===== src/memory_game_params.svh =====
// Memory game widths, level end addresses and timer lengths
`ifndef MEMORY_GAME_PARAMS_SVH
`define MEMORY_GAME_PARAMS_SVH

// ------------------------------------------------------------
// Sequence memory
// ------------------------------------------------------------
`define MG_ADDR_W           4
`define MG_MEM_DEPTH        16    // 2**MG_ADDR_W entries
`define MG_EASY_LAST        7     // Level 0 ends here
`define MG_HARD_LAST        15    // Level 1 ends here

// ------------------------------------------------------------
// Timers, in clock cycles
// ------------------------------------------------------------
`define MG_TIMER_W          8
`define MG_LED_ON_CYCLES    6     // Lit period of one move
`define MG_LED_GAP_CYCLES   3     // Dark gap after a move
`define MG_RESPONSE_CYCLES  48    // Time allowed per player move

`endif


===== src/memory_game_pkg.sv =====
// Memory game types: address, move, state code and the control state enum
package memory_game_pkg;

    `include "memory_game_params.svh"

    typedef logic [`MG_ADDR_W-1:0] address_t;
    typedef logic [3:0]            move_t;        // One-hot, one bit per LED/button
    typedef logic [3:0]            state_code_t;

    // Encodings double as the debug state code
    typedef enum state_code_t {
        s_idle         = 4'h0,
        s_prepare      = 4'h1,
        s_next_round   = 4'h2,
        s_wait_move    = 4'h3,
        s_store_move   = 4'h4,
        s_compare      = 4'h5,
        s_next_move    = 4'h6,
        s_led_gap      = 4'h7,
        s_gap_done     = 4'h8,
        s_won          = 4'hA,
        s_show_led     = 4'hB,
        s_led_shown    = 4'hC,
        s_start_play   = 4'hD,
        s_lost_error   = 4'hE,
        s_lost_timeout = 4'hF
    } game_state_t;

endpackage


===== src/game_control_unit.sv =====
// Moore FSM of the memory game control unit for playback, play, compare and game end
`timescale 1ns/100ps

module game_control_unit import memory_game_pkg::*; (
    input  logic        clock,
    input  logic        reset,
    input  logic        start,
    input  logic        level,
    input  logic        last_move,
    input  logic        move_matches,
    input  logic        round_done,
    input  logic        has_move,
    input  logic        response_timeout,
    input  logic        led_timeout,
    output logic        clear_move,
    output logic        count_move,
    output logic        clear_limit,
    output logic        count_limit,
    output logic        clear_play,
    output logic        store_play,
    output logic        count_response,
    output logic        clear_response,
    output logic        count_led,
    output logic        clear_led,
    output logic        show_leds,
    output logic        level_hard,
    output logic        ready,
    output logic        won,
    output logic        lost,
    output logic        timed_out,
    output state_code_t state_code
);

    game_state_t state, next_state;

    // ------------------------------------------------------------
    // State register
    // ------------------------------------------------------------
    always_ff @(posedge clock or posedge reset) begin
        if (reset)
            state <= s_idle;
        else
            state <= next_state;
    end

    // Level is sampled once per game
    always_ff @(posedge clock or posedge reset) begin
        if (reset)
            level_hard <= 1'b0;
        else if (state == s_prepare)
            level_hard <= level;
    end

    // ------------------------------------------------------------
    // Next state
    // ------------------------------------------------------------
    always_comb begin
        next_state = state;
        case (state)
            s_idle:         if (start) next_state = s_prepare;
            s_prepare:      next_state = s_show_led;
            s_next_round:   next_state = s_show_led;

            // Playback loop
            s_show_led: begin
                if (led_timeout)
                    next_state = round_done ? s_start_play : s_led_shown;
            end
            s_led_shown:    next_state = s_led_gap;
            s_led_gap:      if (led_timeout) next_state = s_gap_done;
            s_gap_done:     next_state = s_show_led;

            // Player's turn
            s_start_play:   next_state = s_wait_move;
            s_wait_move: begin
                if (response_timeout)
                    next_state = s_lost_timeout;
                else if (has_move)
                    next_state = s_store_move;
            end
            s_store_move:   next_state = s_compare;
            s_compare: begin
                if (!move_matches)
                    next_state = s_lost_error;
                else if (last_move)
                    next_state = s_won;
                else if (round_done)
                    next_state = s_next_round;
                else
                    next_state = s_next_move;
            end
            s_next_move:    next_state = s_wait_move;

            // End states wait for a new game
            s_won,
            s_lost_error,
            s_lost_timeout: if (start) next_state = s_prepare;

            default:        next_state = s_idle;
        endcase
    end

    // ------------------------------------------------------------
    // Moore outputs
    // ------------------------------------------------------------
    assign clear_move     = (state == s_prepare) || (state == s_next_round)
                         || (state == s_start_play);
    assign count_move     = (state == s_led_shown) || (state == s_next_move);

    assign clear_limit    = (state == s_prepare);
    assign count_limit    = (state == s_next_round);

    assign clear_play     = (state == s_idle);
    assign store_play     = (state == s_store_move);

    assign clear_response = (state == s_prepare) || (state == s_next_round)
                         || (state == s_start_play) || (state == s_next_move);
    assign count_response = (state == s_wait_move);

    // LED timer restarts before each lit period and each gap
    assign clear_led      = (state == s_prepare) || (state == s_led_shown)
                         || (state == s_gap_done) || (state == s_start_play);
    assign count_led      = (state == s_show_led) || (state == s_led_gap);
    assign show_leds      = (state == s_show_led);

    assign ready          = (state == s_won) || (state == s_lost_error)
                         || (state == s_lost_timeout);
    assign won            = (state == s_won);
    assign lost           = (state == s_lost_error) || (state == s_lost_timeout);
    assign timed_out      = (state == s_lost_timeout);

    assign state_code     = state_code_t'(state);   // Enum codes are the debug codes

    assert property (@(posedge clock) disable iff (reset) !(won && lost));

endmodule


===== src/game_datapath.sv =====
// Memory game datapath: counters, move register, button edge, timers, comparators
`timescale 1ns/100ps

`include "memory_game_params.svh"

module game_datapath import memory_game_pkg::*; (
    input  logic  clock,
    input  logic  reset,
    input  move_t buttons,
    input  logic  level_hard,
    input  logic  clear_move,
    input  logic  count_move,
    input  logic  clear_limit,
    input  logic  count_limit,
    input  logic  clear_play,
    input  logic  store_play,
    input  logic  count_response,
    input  logic  clear_response,
    input  logic  count_led,
    input  logic  clear_led,
    input  logic  show_leds,
    output logic  last_move,
    output logic  move_matches,
    output logic  round_done,
    output logic  has_move,
    output logic  response_timeout,
    output logic  led_timeout,
    output move_t leds
);

    address_t                move_address;
    address_t                limit;
    address_t                last_address;
    move_t                   play_move;
    move_t                   rom_move;
    logic                    any_button_q;   // Previous OR of buttons
    logic [`MG_TIMER_W-1:0]  response_count;
    logic [`MG_TIMER_W-1:0]  led_count;
    logic [`MG_TIMER_W-1:0]  led_bound;

    // ------------------------------------------------------------
    // Address and limit counters
    // ------------------------------------------------------------
    always_ff @(posedge clock or posedge reset) begin
        if (reset)
            move_address <= '0;
        else if (clear_move)
            move_address <= '0;
        else if (count_move)
            move_address <= move_address + 1'b1;
    end

    always_ff @(posedge clock or posedge reset) begin
        if (reset)
            limit <= '0;
        else if (clear_limit)
            limit <= '0;
        else if (count_limit)
            limit <= limit + 1'b1;
    end

    // Player move register
    always_ff @(posedge clock) begin
        if (clear_play)
            play_move <= '0;
        else if (store_play)
            play_move <= buttons;
    end

    // Edge detect runs in every state, so a held button counts once
    always_ff @(posedge clock or posedge reset) begin
        if (reset)
            any_button_q <= 1'b0;
        else
            any_button_q <= |buttons;
    end

    assign has_move = (|buttons) & ~any_button_q;

    // ------------------------------------------------------------
    // Timers
    // ------------------------------------------------------------
    always_ff @(posedge clock or posedge reset) begin
        if (reset)
            response_count <= '0;
        else if (clear_response)
            response_count <= '0;
        else if (count_response)
            response_count <= response_count + 1'b1;
    end

    always_ff @(posedge clock or posedge reset) begin
        if (reset)
            led_count <= '0;
        else if (clear_led)
            led_count <= '0;
        else if (count_led)
            led_count <= led_count + 1'b1;
    end

    // Lit period while showing, dark gap otherwise
    assign led_bound = show_leds ? `MG_TIMER_W'(`MG_LED_ON_CYCLES)
                                 : `MG_TIMER_W'(`MG_LED_GAP_CYCLES);

    assign led_timeout      = (led_count == led_bound);
    assign response_timeout = (response_count == `MG_TIMER_W'(`MG_RESPONSE_CYCLES));

    // ------------------------------------------------------------
    // Sequence lookup and comparators
    // ------------------------------------------------------------
    sequence_rom rom (
        .address (move_address),
        .move    (rom_move)
    );

    assign last_address = level_hard ? `MG_ADDR_W'(`MG_HARD_LAST)
                                     : `MG_ADDR_W'(`MG_EASY_LAST);

    assign last_move    = (move_address == last_address);
    assign round_done   = (move_address == limit);
    assign move_matches = (play_move == rom_move);
    assign leds         = show_leds ? rom_move : '0;

    // Control unit never stores a move while stepping the address
    assert property (@(posedge clock) disable iff (reset)
        !(store_play && count_move));

endmodule


===== src/memory_game.sv =====
// Memory game top level joining control unit and datapath
`timescale 1ns/100ps

module memory_game import memory_game_pkg::*; (
    input  logic        clock,
    input  logic        reset,
    input  logic        start,
    input  logic        level,
    input  move_t       buttons,
    output move_t       leds,
    output logic        ready,
    output logic        won,
    output logic        lost,
    output logic        timed_out,
    output state_code_t state_code
);

    // Control strobes
    logic clear_move, count_move;
    logic clear_limit, count_limit;
    logic clear_play, store_play;
    logic count_response, clear_response;
    logic count_led, clear_led;
    logic show_leds;
    logic level_hard;

    // Datapath status
    logic last_move, move_matches, round_done;
    logic has_move, response_timeout, led_timeout;

    game_control_unit control (
        .clock            (clock),
        .reset            (reset),
        .start            (start),
        .level            (level),
        .last_move        (last_move),
        .move_matches     (move_matches),
        .round_done       (round_done),
        .has_move         (has_move),
        .response_timeout (response_timeout),
        .led_timeout      (led_timeout),
        .clear_move       (clear_move),
        .count_move       (count_move),
        .clear_limit      (clear_limit),
        .count_limit      (count_limit),
        .clear_play       (clear_play),
        .store_play       (store_play),
        .count_response   (count_response),
        .clear_response   (clear_response),
        .count_led        (count_led),
        .clear_led        (clear_led),
        .show_leds        (show_leds),
        .level_hard       (level_hard),
        .ready            (ready),
        .won              (won),
        .lost             (lost),
        .timed_out        (timed_out),
        .state_code       (state_code)
    );

    game_datapath datapath (
        .clock            (clock),
        .reset            (reset),
        .buttons          (buttons),
        .level_hard       (level_hard),
        .clear_move       (clear_move),
        .count_move       (count_move),
        .clear_limit      (clear_limit),
        .count_limit      (count_limit),
        .clear_play       (clear_play),
        .store_play       (store_play),
        .count_response   (count_response),
        .clear_response   (clear_response),
        .count_led        (count_led),
        .clear_led        (clear_led),
        .show_leds        (show_leds),
        .last_move        (last_move),
        .move_matches     (move_matches),
        .round_done       (round_done),
        .has_move         (has_move),
        .response_timeout (response_timeout),
        .led_timeout      (led_timeout),
        .leds             (leds)
    );

endmodule


===== src/sequence_rom.sv =====
// Fixed move sequence ROM with asynchronous read
`timescale 1ns/100ps

`include "memory_game_params.svh"

module sequence_rom import memory_game_pkg::*; (
    input  address_t address,
    output move_t    move
);

    // Entry i lights LED ((3*i + i/4) mod 4)
    localparam move_t rom_table [`MG_MEM_DEPTH] = '{
        4'b0001, 4'b1000, 4'b0100, 4'b0010,    // 0..3
        4'b0010, 4'b0001, 4'b1000, 4'b0100,    // 4..7
        4'b0100, 4'b0010, 4'b0001, 4'b1000,    // 8..11
        4'b1000, 4'b0100, 4'b0010, 4'b0001     // 12..15
    };

    assign move = rom_table[address];

endmodule


===== config.mk =====
export PLATFORM = sky130hd
export DESIGN_NAME = memory_game
export DESIGN_NICKNAME = d
export VERILOG_FILES = /design/src/memory_game_pkg.sv /design/src/game_control_unit.sv /design/src/game_datapath.sv /design/src/memory_game.sv /design/src/sequence_rom.sv
export VERILOG_INCLUDE_DIRS = /design/src
export SDC_FILE = /design/constraint.sdc
export NUM_CORES = 1
export LEC_CHECK = 0
export BUFFER_PORTS_ARGS = -buffer_cell sky130_fd_sc_hd__buf_2
export CORE_ASPECT_RATIO = 0.7
export CORE_UTILIZATION = 40
export CTS_CLUSTER_SIZE = 28
export DETAILED_ROUTE_END_ITERATION = 16
export HOLD_SLACK_MARGIN = 0.03
export PLACE_DENSITY = 0.67
export SLEW_MARGIN = 20
export SYNTH_ARGS = -nofsm -noshare
export SYNTH_HDL_FRONTEND = slang
export SYNTH_HIERARCHICAL = 1
export SYNTH_SLANG_ARGS = --single-unit
export TNS_END_PERCENT = 10

===== constraint.sdc =====
create_clock -name clock -period 2.9 [get_ports clock]
set_input_delay 0.145 -clock clock [delete_from_list [all_inputs] [get_ports clock]]
set_output_delay 0.145 -clock clock [all_outputs]
set_load 0.02 [all_outputs]

==> results of run 1 <==
## timing repair
| action | 4_1_cts | 5_1_grt |
|---|---|---|
| gates resized for setup | 0 | 0 |
| hold buffers | 1 | 0 |
| endpoints found under the hold margin | 5 | 0 |
## how the worst max path moves through the flow
stage                     slack (ns)                                end  depth (start not counted)                            startpoint
final                           0.39  control/state_code[2]$_DFFE_PP0P_                          8  datapath/move_address[1]$_DFFE_PP0P_
after global routing            0.18  control/state_code[2]$_DFFE_PP0P_                          8  datapath/move_address[1]$_DFFE_PP0P_
after CTS                       0.38  control/state_code[2]$_DFFE_PP0P_                          8  datapath/move_address[3]$_DFFE_PP0P_
after detailed placement        0.42  control/state_code[2]$_DFFE_PP0P_                          8  datapath/move_address[3]$_DFFE_PP0P_
after global placement          0.42  control/state_code[2]$_DFFE_PP0P_                          8  datapath/move_address[3]$_DFFE_PP0P_
after floorplan                 0.24  control/state_code[3]$_DFFE_PP0P_                         10     control/state_code[2]$_DFFE_PP0P_
## worst max-delay path, cell delays in order, from the launching register on
cell and delay, ns:
dfrtp_1 0.49, xor2_1 0.25, mux2i_1 0.31, xor2_1 0.10, nor4_1 0.47, o21a_1 0.20
o21ai_0 0.08, a221o_1 0.31, a32o_1 0.20
## cells in the mapped netlist (all sizes together), types with 2 or more instances
library cell,count
nor2,33
dfrtp,30
xor2,21
nand2,12
mux2i,11
buf,10
inv,9
xnor2,9
nor3,7
o21ai,7
a21oi,6
nand4,6
and2,5
ha,5
nor4,5
dfxtp,4
nand2b,4
nor2b,4
or3,4
and3,3
mux2,3
nand3,3
nand3b,3
a2111oi,2
a211oi,2
clkbuf,2
nor3b,2
## per-layer routing
layer / vias up / share of wire (%)
li1: 855 / -
met1: 803 / 53
met2: 22 / 43
met3: 8 / 3.2
met4: 0 / 1.7
met5: - / 0
## cell type report
class | instances | area, um2 | area share (%)
timing repair buffer | 28 | 165 | 6.68
clock inverter | 2 | 12.5 | 0.506
multi-input combinational | 176 | 1260 | 50.9
tap | 72 | 90.1 | 3.64
sequential | 34 | 831 | 33.6
inverter | 9 | 33.8 | 1.37
clock buffer | 6 | 82.6 | 3.34
## cell families after synthesis
logic type / Yosys count / share of synthesized area, %
compound gates: 29 / 10.6
simple gates: 98 / 25.0
mux: 14 / 6.70
xor+xnor: 30 / 11.9
flops: 34 / 37.7
fa+ha+maj: 5 / 2.84
buf+inv: 21 / 5.22
## stage by stage
stage,std cells,instance area [um2]
floorplan,231,2200
global placement,318,2370
detailed placement,318,2370
CTS,327,2470
global route,327,2470
finish,327,2470
## power by group
part           total, mW  switching, mW  internal [mW]
clock network      0.372          0.181          0.191
logic               1.35          0.781          0.573
registers          0.709          0.121          0.589
total               2.43           1.08           1.35
## sequential cells by signal (all words and copies together), names as in the netlist
name                     cells
datapath/limit               4
datapath/any_button_q        1
datapath/move_address        4
datapath/led_count           8
control/state_code           4
datapath/response_count      8
control/level_hard           1
datapath/play_move           4
==> results.md, run 1 <==
- Number of H-tree levels: 2
- Most common cell after layout, fill and taps aside: nor2_1
- Maxcap violations: 0
- CP max FO: 6
- Crit path time final: roughly 2.5 ns
- Synthesized net count: roughly 240
- Maximum VDD drop: roughly 300 uV
- Synth Area per Inst: roughly 9.5 um2
- DR vias/cell: around 5.2
- Synth top area share: around 34%
- Synth cell types: 55
- IO Port Bufs: 19
- Initial core utilization: between 40% and 50%
- Worst Tran Pin Value: about 0.74 ns
- Synth area leaders: dfrtp_1 (34%), xor2_1 (8.3%), nor2_1 (5.5%)
- Seq/Total Area, Yosys: a little under two fifths
- Most used routing layer in global routing: met2
- CP Launch Type: flop
- Clk Latency, worst-skew pair: slightly below 0.3 ns
- Total number of vias: between 1500 and 2000
- Hold_ws: just over 0.08 ns
- Dpl hpwl: ~3400 um
- Final WS setup: 0.391 ns
- Met2 usage: 25.9%
- Initial antenna violation count: 0
- Die ar.: a little under 0.006 mm2
- Maximum clock path buffer count: 2
- Place WS: approximately 0.42 ns
- Fin. max-slew vios: 0
- Hold path startpoint: buttons[2]
- Placer Congestion: ~0.86
- Final wirelength: about 4600 um
- Req. time, crit path: 3.08 ns
- WL/cell: 14.0 um
- FF-to-FF Start: datapath/move_address[1]$_DFFE_PP0P_
- Status: complete, no violations
- Setup tns final: 0 ns
- Die Wd: approximately 90 um
- Maximum number of pins on one net before global-route repair: 26
- Max Clk Rate: 399 MHz
- Yosys reg bits: 34
- Pleak: roughly 1.1 nW
- Setup violators final: 0
- Period utilisation layout: between 80 and 90%
- Cell Area, Synth: approximately 0.0022 mm2
- Most frequent cells in the layout: nor2_1 (32), dfrtp_1 (30), xor2_1 (21), buf_2 (19), nand2_1 (12)
- Final hold viol count: 0
- PwrDens: between 900 and 1000 mW/mm2
- Clk slew on worst S/H paths: about 0.070 ns
- Worst r2r path cells: 8
- Gr usage total: between 15 and 20%
- Core Box Area: between 0.005 and 0.006 mm2
- HP Class: in -> reg
- Total CTS buffers: 5
- Hold worst-path end: datapath/any_button_q$_DFF_PP0_
- Post-CTS setup buffer count: 0
- Synthesized instance count: 231
- Diode count: 0
- FFs w/ async S/R, synth: between 80 and 90%
- R2R Path End: control/state_code[2]$_DFFE_PP0P_
- Total clock sinks: 34
- CTS tree: yes
- Top Ports: 20
- GR met3 Demand/Resource: under 10%
- Antenna viol nets, final: 0
- GR Util met1: 24.4%
- Post-synth EDFFs: 0
- Area leader, netlist: dfrtp_1
- Worst EP arrival: 2.69 ns
- Vias in the first global route: 1608
- Worst Setup End Kind: flop
- Ys flop type: dfrtp_1
- DRT Pass-1 Iters: 4
- Hold path cells: 2
- P&R area growth vs syn: 12.2%
- Die height: 64.1 um
- Iter 0 DRT Violations: 74
- Share of cells above drive strength 1: about a fifth
- Post-Route Skew: between 0.003 and 0.004 ns
- GRT overflow: 0
- Clock root cell: clkbuf_8
- Unrepaired setup endpoints after global routing: no
- Synth warn: 6
- Global-route wire length before repair: ~7900 um
- R2R Setup Slk: 0.39 ns
- Fill cell instance count of the final layout: around 550
- Total Power: between 2 and 2.5 mW
- DRC errors left: 0
- Relative slew slack: between 40% and 50%
- Row Count: 22
- Final Util: a little under half
- Critical path class: reg -> reg
- # nets final: 267
Power figures use the tool's default switching activity.
==> run 2: changes to the inputs <==
--- a/config.mk
+++ b/config.mk
@@ -16,6 +16,5 @@
 export SLEW_MARGIN = 20
 export SYNTH_ARGS = -nofsm -noshare
 export SYNTH_HDL_FRONTEND = slang
-export SYNTH_HIERARCHICAL = 1
 export SYNTH_SLANG_ARGS = --single-unit
 export TNS_END_PERCENT = 10
==> run 2 against run 1 <==
Clock-buffer cell count is 2 higher. Largest cell class unchanged. Via count is 23% higher. Synthesized area is 8.6% higher. Largest power group unchanged. First-iteration DRC count is 97% higher. Die area is 8.4% higher.
==> results.md, run 2 <==
- CTS tree: yes
- HP Class: in -> reg
- Met3 WL: 214 um (+48%)
- Final wirelength: 5340 um (+16%)
- Period utilisation layout: 78.0% (-8.5 points)
- CP top delay family: simple AND/OR/NAND/NOR gates
- PwrDens: 976 mW/mm2 (-0.90%)
- Top Ports: 20 (unchanged)
- Setup violators final: 0 (unchanged)
- Initial core utilization: 41.6% (-0.10 points)
- Pleak: 1.12 nW (-0.57%)
- CP max FO: 23 (+17)
- Total clock sinks: 34 (unchanged)
- Row Count: 23 (+4.5%)
- Dpl hpwl: 3810 um (+13%)
- Max Clk Rate: 442 MHz (+11%)
- Crit path time final: 2.26 ns (-0.247 ns)
- # nets final: 315 (+18%)
- IO Port Bufs: 19 (unchanged)
- Die ar.: 0.00630 mm2 (+8.4%)
- Worst EP arrival: 2.12 ns (-0.57 ns)
- Clk Latency, worst-skew pair: 0.29 ns (about the same)
- Post-cts sizing count: 0 (unchanged)
- GRT overflow: 0 (unchanged)
- Fin. max-slew vios: 0 (unchanged)
- Maxcap violations: 0 (unchanged)
- Post-Route Skew: 0.00509 ns (+0.00135 ns)
- Synth area leaders: dfrtp_1 (31%), nor2_1 (4.7%), o21ai_0 (4.6%)
- DRC errors left: 0 (unchanged)
- Synth Area per Inst: 8.43 um2 (-12%)
- Die Wd: 94.5 um (+4.1%)
- Routed length on met1: 2810 um (+16%)
- Final hold viol count: 0 (unchanged)
- Core Box Area: 0.00576 mm2 (+8.9%)
- Crit path largest cell delay: 0.46 ns (-0.03 ns)
- Maximum clock path buffer count: 2 (unchanged)
- Synth warn: 0 (-6)
- Fill cell instance count of the final layout: 581 (+6.2%)
- Yosys reg bits: 34 (unchanged)
- Worst Tran Pin Value: 0.678 ns (-0.0638 ns)
- Global-route wire length before repair: 8870 um (+12%)
- Ys flop type: dfrtp_1
- WL/cell: 14.2 um (+1.5%)
- Max Used Layer: met4
- Status: complete, no violations
- Initial antenna violation count: 0 (unchanged)
- Placer Congestion: 0.925 (+7.8%)
- FFs w/ async S/R, synth: 88.2% (unchanged)
- Setup tns final: 0 ns (unchanged)
- DR vias/cell: 5.54 (+7.4%)
- Area leader, netlist: dfrtp_1
- Worst Setup End Kind: output pin
- CP max stage cell: dfrtp_1
- Post-synth EDFFs: 0 (unchanged)
- Clock root cell: clkbuf_8
- Die height: 66.7 um (+4.1%)
- DR WL met2: 2280 um (+16%)
- Maximum number of pins on one net before global-route repair: 31 (+19%)
- Total number of vias: 2079 (+23%)
- Multi-input gate area: 0.00145 mm2 (+15%)
- Seq/Total Area, Yosys: 34.7% (-3.0 points)
- Antenna viol nets, final: 0 (unchanged)
- Relative slew slack: 54.8% (+4.9 points)
- Req. time, crit path: 2.76 ns (-0.32 ns)
- Synthesized instance count: 284 (+23%)
- Synth cell types: 55 (unchanged)
- DRT Pass-1 Iters: 4 (unchanged)
- Final Util: 46.3% (-0.52 points)
- Diode count: 0 (unchanged)
- Synth top area share: 31.4% (-2.7 points)
- Gr usage total: 18.3% (+0.73 points)
- CP Launch Type: flop
- Most common library cells after synthesis: dfrtp_1 (30), nor2_1 (30), nand2_1 (27)
- Total area of sequential cells: 831 um2 (unchanged)
- Iter 0 DRT Violations: 146 (+97%)
- Share of cells above drive strength 1: 15.0% (-4.6 points)
- WP buf/inv: 2 (+2)
- Total CTS buffers: 5 (unchanged)
- Unrepaired setup endpoints after global routing: no
- Clk slew on worst S/H paths: 0.07 ns (about the same)
- Maximum VDD drop: 445 uV (+52%)
- Synthesized net count: 300 (+23%)
- Critical path class: reg -> out
- Cell Area, Synth: 0.00239 mm2 (+8.6%)
- Number of H-tree levels: 2 (unchanged)
- P&R area growth vs syn: 11.2%
- Ordered list of cells on the worst path: buf_4 > and2_0 > nand3_1 > a211oi_1 > buf_2
- Most frequent cells in the layout: nor2_1 (30), dfrtp_1 (30), nand2_1 (27), o21ai_0 (22), buf_2 (19)
- Largest registers: datapath.led_count x8, datapath.response_count x8
- Vias in the first global route: 1838 (+14%)
-- run 2: timing repair --
action                                  CTS  global route
endpoints found under the hold margin    30             0
buffers inserted                          0             0
endpoints found under the setup margin    0             0
hold buffers                              1             0
-- run 2: path summary, 6_finish.rpt --
check,slack (ns),start,cells past startpoint,end
worst max register to register,0.70,control.state_code[2]$_DFFE_PP0P_,5,control.state_code[0]$_DFFE_PP0P_
worst min register to register,0.53,datapath.play_move[0]$_SDFFE_PP0P_,2,datapath.play_move[0]$_SDFFE_PP0P_
worst max-delay path,0.64,control.state_code[0]$_DFFE_PP0P_,5,leds[2]
max in group asynchronous,2.13,reset,4,datapath.response_count[4]$_DFFE_PP0P_
min in group asynchronous,0.48,reset,4,datapath.led_count[7]$_DFFE_PP0P_
worst min-delay path,0.09,buttons[3],2,datapath.any_button_q$_DFF_PP0_
-- run 2: cell families (layout without fill, tap and decap cells) --
family / count (synthesis) / after routing / share of synthesized area [%]
AND/OR/NAND/NOR: 118 / 118 / 25.8
XOR/XNOR: 18 / 18 / 6.59
buffers and inverters: 27 / 43 / 4.65
adder cells (fa/ha/maj): 8 / 8 / 4.18
multiplexers: 13 / 13 / 5.91
flip-flops: 34 / 34 / 34.7
AO/OA/AOI/OAI: 66 / 66 / 18.2
-- run 2: power by group --
part / internal, mW / switching [mW]
clock network: 0.240 / 0.174
logic: 0.561 / 0.775
registers: 0.598 / 0.251
total: 1.40 / 1.20
-- run 2: layer usage --
metal / GRT usage, % / vias up
met5: 0 / -
met4: 7.39 / 0
met3: 3.88 / 4
met2: 25.2 / 41
met1: 27.3 / 986
li1: - / 1048
-- run 2: per-stage QoR --
stage | worst slack (ns) | instance area [um2] | hold slack, ns | power (mW) | std cells
finish | 0.637 | 2660 | 0.0921 | 2.60 | 375
global route | 0.493 | 2660 | 0.0982 | 2.81 | 375
CTS | 0.633 | 2660 | 0.0949 | 2.61 | 375
detailed placement | 0.741 | 2540 | 0.250 | 2.18 | 366
global placement | 0.833 | 2540 | 0.240 | 2.15 | 366
floorplan | 0.936 | 2390 | 0.236 | 1.86 | 284
-- run 2: worst reg2reg max path: cells and delay by family, from the launching register on --
kind               cells  cell delay, ns
AOI/OAI and AO/OA      2            0.53
and+or+nand+nor        2            0.55
muxes                  1            0.29
DFF                    1            0.72
-- run 2: final cells by class --
type,instances,share of cell area [%]
Clock buffer,8,4.14
Multi-Input combinational cell,223,54.5
Inverter,11,1.55
Timing Repair Buffer,24,5.08
Tap cell,75,3.52
Sequential cell,34,31.2
==> run 3: changes to the inputs <==
--- a/config.mk
+++ b/config.mk
@@ -6,6 +6,7 @@
 export SDC_FILE = /design/constraint.sdc
 export NUM_CORES = 1
 export LEC_CHECK = 0
+export ABC_AREA = 1
 export BUFFER_PORTS_ARGS = -buffer_cell sky130_fd_sc_hd__buf_2
 export CORE_ASPECT_RATIO = 0.7
 export CORE_UTILIZATION = 40
==> constraint.sdc (replaced) <==
create_clock -name clock -period 2.1 [get_ports clock]
set_input_delay 0.105 -clock clock [delete_from_list [all_inputs] [get_ports clock]]
set_output_delay 0.105 -clock clock [all_outputs]
set_load 0.02 [all_outputs]
==> run 3 against run 2 <==
Clock power is 23% higher. Synthesized area is 7.7% lower. Clock-buffer cell count is 1 lower. Highest routed layer unchanged. Setup slack worse by 0.31 ns. Via count is 3.6% lower. Design area is 6.2% lower. Clock skew is 0.0021 ns higher. Non-clock buffer count is 3 lower. Combinational power is 16% higher. Power is 17% higher. Synthesized cell count is 9.9% higher.
==> results.md, run 3 <==
- Status: complete, no violations
- Final wirelength: 4820 um (-9.8%)
- Synth top area share: 34.0% (+2.6 points)
- Clock root cell: clkbuf_8
- WL/cell: 11.7 um (-18%)
- CP Launch Type: flop
- HP Class: in -> reg
- Most common library cells after synthesis: nand2_1 (80), inv_1 (34), nor2_1 (34)
- Cell Area, Synth: 0.00221 mm2 (-7.7%)
- CTS tree: yes
- CTS Hold Bufs: 1 (unchanged)
- Final WS setup: 0.326 ns (-0.311 ns)
- Share of cells above drive strength 1: 17.9% (+2.9 points)
- Maximum number of pins on one net before global-route repair: 31 (unchanged)
- GRT overflow: 0 (unchanged)
- FFs w/ async S/R, synth: 88.2% (unchanged)
- Total number of vias: 2004 (-3.6%)
- Top Ports: 20 (unchanged)
- Worst EP arrival: 1.95 ns (-0.17 ns)
- Comb power frac: 51.3% (about the same)
- Maxcap violations: 0 (unchanged)
- Max Clk Rate: between 500 and 600 MHz
- Maximum clock path buffer count: 2 (unchanged)
- Top cell by count, worst path: nand2_1
- Crit path time final: between 1.5 and 2 ns
- Post-Route Skew: 0.00721 ns (+0.00212 ns)
- # nets final: 355 (+13%)
- Initial antenna violation count: 0 (unchanged)
- Pleak: 1.30 nW (+16%)
- Synthesized instance count: 312 (+9.9%)
- Fin. max-slew vios: 0 (unchanged)
- Number of H-tree levels: 2 (unchanged)
- Die ar.: 0.00583 mm2 (-7.5%)
- Row Count: 22 (-4.3%)
- Worst Tran Pin Value: 0.418 ns (-0.260 ns)
- DRT Pass-1 Iters: 4 (unchanged)
- Synth area leaders: dfrtp_1 (34%), nand2_1 (14%), inv_1 (5.8%)
- Synthesized net count: 328 (+9.3%)
- PwrDens: 1220 mW/mm2 (+25%)
- Yosys reg bits: 34 (unchanged)
- Req. time, crit path: 2.27 ns (-0.49 ns)
- Relative slew slack: 71.8% (+17 points)
- Most common cell in the netlist: nand2_1
- Final hold viol count: 0 (unchanged)
- Seq/Total Area, Yosys: 37.6% (+2.9 points)
- Vias in the first global route: 1818 (-1.1%)
- Total Power: 3.04 mW (+17%)
- Int Pwr: 1.58 mW (+13%)
- Die Wd: 90.8 um (-3.9%)
- P&R area growth vs syn: 13.1%
- Critical path class: reg -> reg
- IO Port Bufs: 19 (unchanged)
- Core Box Area: 0.00529 mm2 (-8.2%)
- Total clock sinks: 34 (unchanged)
- Area leader, netlist: dfrtp_1
- CP max stage cell: dfrtp_1
- Die height: 64.2 um (-3.8%)
- Period utilisation layout: a little over four fifths
- Ordered list of cells on the worst path: inv_1 > ha_1 > inv_1 > nand2_1 > nand2_1 > nand2_1 > nand2_1 > nand2_1 > nand2_1 > nor2_1 > nand3_1 > nand2_1 > nand2_1 > nand2_1 > nand2_1
- NetSw: 1.47 mW (+22%)
- Clk Latency, worst-skew pair: 0.29 ns (about the same)
- DRC errors left: 0 (unchanged)
- WP buf/inv: 2 (unchanged)
- CP top delay family: simple AND/OR/NAND/NOR gates
- Placer Congestion: 0.823 (-11%)
- Non-filler cells, final: 412 (+9.9%)
- Post-cts sizing count: 0 (unchanged)
- CP max FO: 5 (-78%)
- Global-route wire length before repair: 8180 um (-7.8%)
- Dpl hpwl: 3790 um (-0.69%)
- Gr usage total: 17.8% (-0.47 points)
- Placed Cells incl. Taps: 403 (+10%)
- Most frequent cells in the layout: nand2_1 (80), nor2_1 (34), inv_1 (34), dfrtp_1 (30), nand3_1 (25)
- Worst Setup End Kind: flop
- Unrepaired setup endpoints after global routing: no
- Synth cell types: 34 (-38%)
- Diode count: 0 (unchanged)
- Initial core utilization: 41.8% (+0.20 points)
- Seq pwr share: 32.0% (-0.6 points)
- Sw frac: 48.2% (+2.0 points)
- Crit path largest cell delay: 0.44 ns (-0.02 ns)
- Iter 0 DRT Violations: 130 (-11%)
- Synth Area per Inst: 7.08 um2 (-16%)
- Largest registers: datapath.led_count x8, datapath.response_count x8
- Post-synth EDFFs: 0 (unchanged)
- Clock Power Share: 16.7% (+0.8 points)
- DR vias/cell: 4.86 (-12%)
- Post-CTS setup buffer count: 0 (unchanged)
- Antenna viol nets, final: 0 (unchanged)
- Synth warn: 0 (unchanged)
- Maximum VDD drop: 517 uV (+16%)
- Ys flop type: dfrtp_1
- Setup tns final: 0 ns (unchanged)
- Clk slew on worst S/H paths: 0.07 ns (about the same)
- Setup violators final: 0 (unchanged)
- Most common cell after layout, fill and taps aside: nand2_1
- Total CTS buffers: 5 (unchanged)
- Place WS: 0.363 ns (-0.379 ns)
run 3: metal layers:
layer	part of all wire (%)	global-route usage, %	up-vias
li1	-	-	1065
met1	53	26.4	883
met2	39	24.9	54
met3	7.1	5.60	2
met4	0.56	4.37	0
met5	0	0	-
run 3: cells by family (layout without fill, tap and decap cells):
logic type               after synthesis  in the layout  share of synthesized area, %
buffers and inverters                 45             73                          7.88
XOR/XNOR                               4              4                          1.59
multiplexers                           1              1                         0.453
AND/OR/NAND/NOR                      178            178                          37.5
flip-flops                            34             34                          37.6
adder cells (fa/ha/maj)                8              8                          4.53
AO/OA/AOI/OAI                         42             42                          10.4
run 3: metrics by stage:
| step | utilization (%) | hold slack, ns | area (um2) |
|---|---|---|---|
| 6_report | 47.3 | 0.0351 | 2500 |
| 5_1_grt | 47.3 | 0.0515 | 2500 |
| 4_1_cts | 47.3 | 0.0369 | 2500 |
| 3_5_place_dp | 45.3 | 0.205 | 2400 |
| 3_3_place_gp | 45.3 | 0.207 | 2400 |
| 2_1_floorplan | - | 0.196 | 2210 |
run 3: final timing paths:
| check | cells past startpoint | slack (ns) | endpoint | from |
|---|---|---|---|---|
| min in group asynchronous | 4 | 0.44 | datapath.response_count[0]$_DFFE_PP0P_ | reset |
| max reg2reg | 15 | 0.33 | control.state_code[2]$_DFFE_PP0P_ | datapath.move_address[0]$_DFFE_PP0P_ |
| min reg2reg | 2 | 0.47 | datapath.play_move[2]$_SDFFE_PP0P_ | datapath.play_move[2]$_SDFFE_PP0P_ |
| min | 3 | 0.04 | control.level_hard$_DFFE_PP0N_ | level |
| max in group asynchronous | 4 | 1.38 | datapath.led_count[3]$_DFFE_PP0P_ | reset |
| max | 15 | 0.33 | control.state_code[2]$_DFFE_PP0P_ | datapath.move_address[0]$_DFFE_PP0P_ |
run 3: worst reg2reg max path: stages, from the launching register on:
cell and delay (ns):
dfrtp_1 0.44, inv_1 0.16, ha_1 0.19, inv_1 0.04
nand2_1 0.08, nand2_1 0.07, nand2_1 0.08, nand2_1 0.07
nand2_1 0.06, nand2_1 0.04, nor2_1 0.11, nand3_1 0.09
nand2_1 0.09, nand2_1 0.05, nand2_1 0.05, nand2_1 0.05
run 3: area by class of cell:
cell class	count	area, um2
Multi-Input combinational cell	233	1200
Timing Repair Buffer	21	113
Clock buffer	7	86.3
Clock inverter	1	5.00
Tap cell	72	90.1
Fill cell	524	2790
Inverter	44	169
Sequential cell	34	831
run 3: power by group through the flow:
| stage | registers [mW] | clock network [mW] | logic, mW |
|---|---|---|---|
| finish | 0.974 | 0.508 | 1.56 |
| detailed placement | 0.985 | 0 | 1.55 |
| floorplan | 0.983 | 0 | 1.18 |
| CTS | 0.972 | 0.514 | 1.56 |
| global route | 0.995 | 0.537 | 1.79 |
| global placement | 0.979 | 0 | 1.55 |
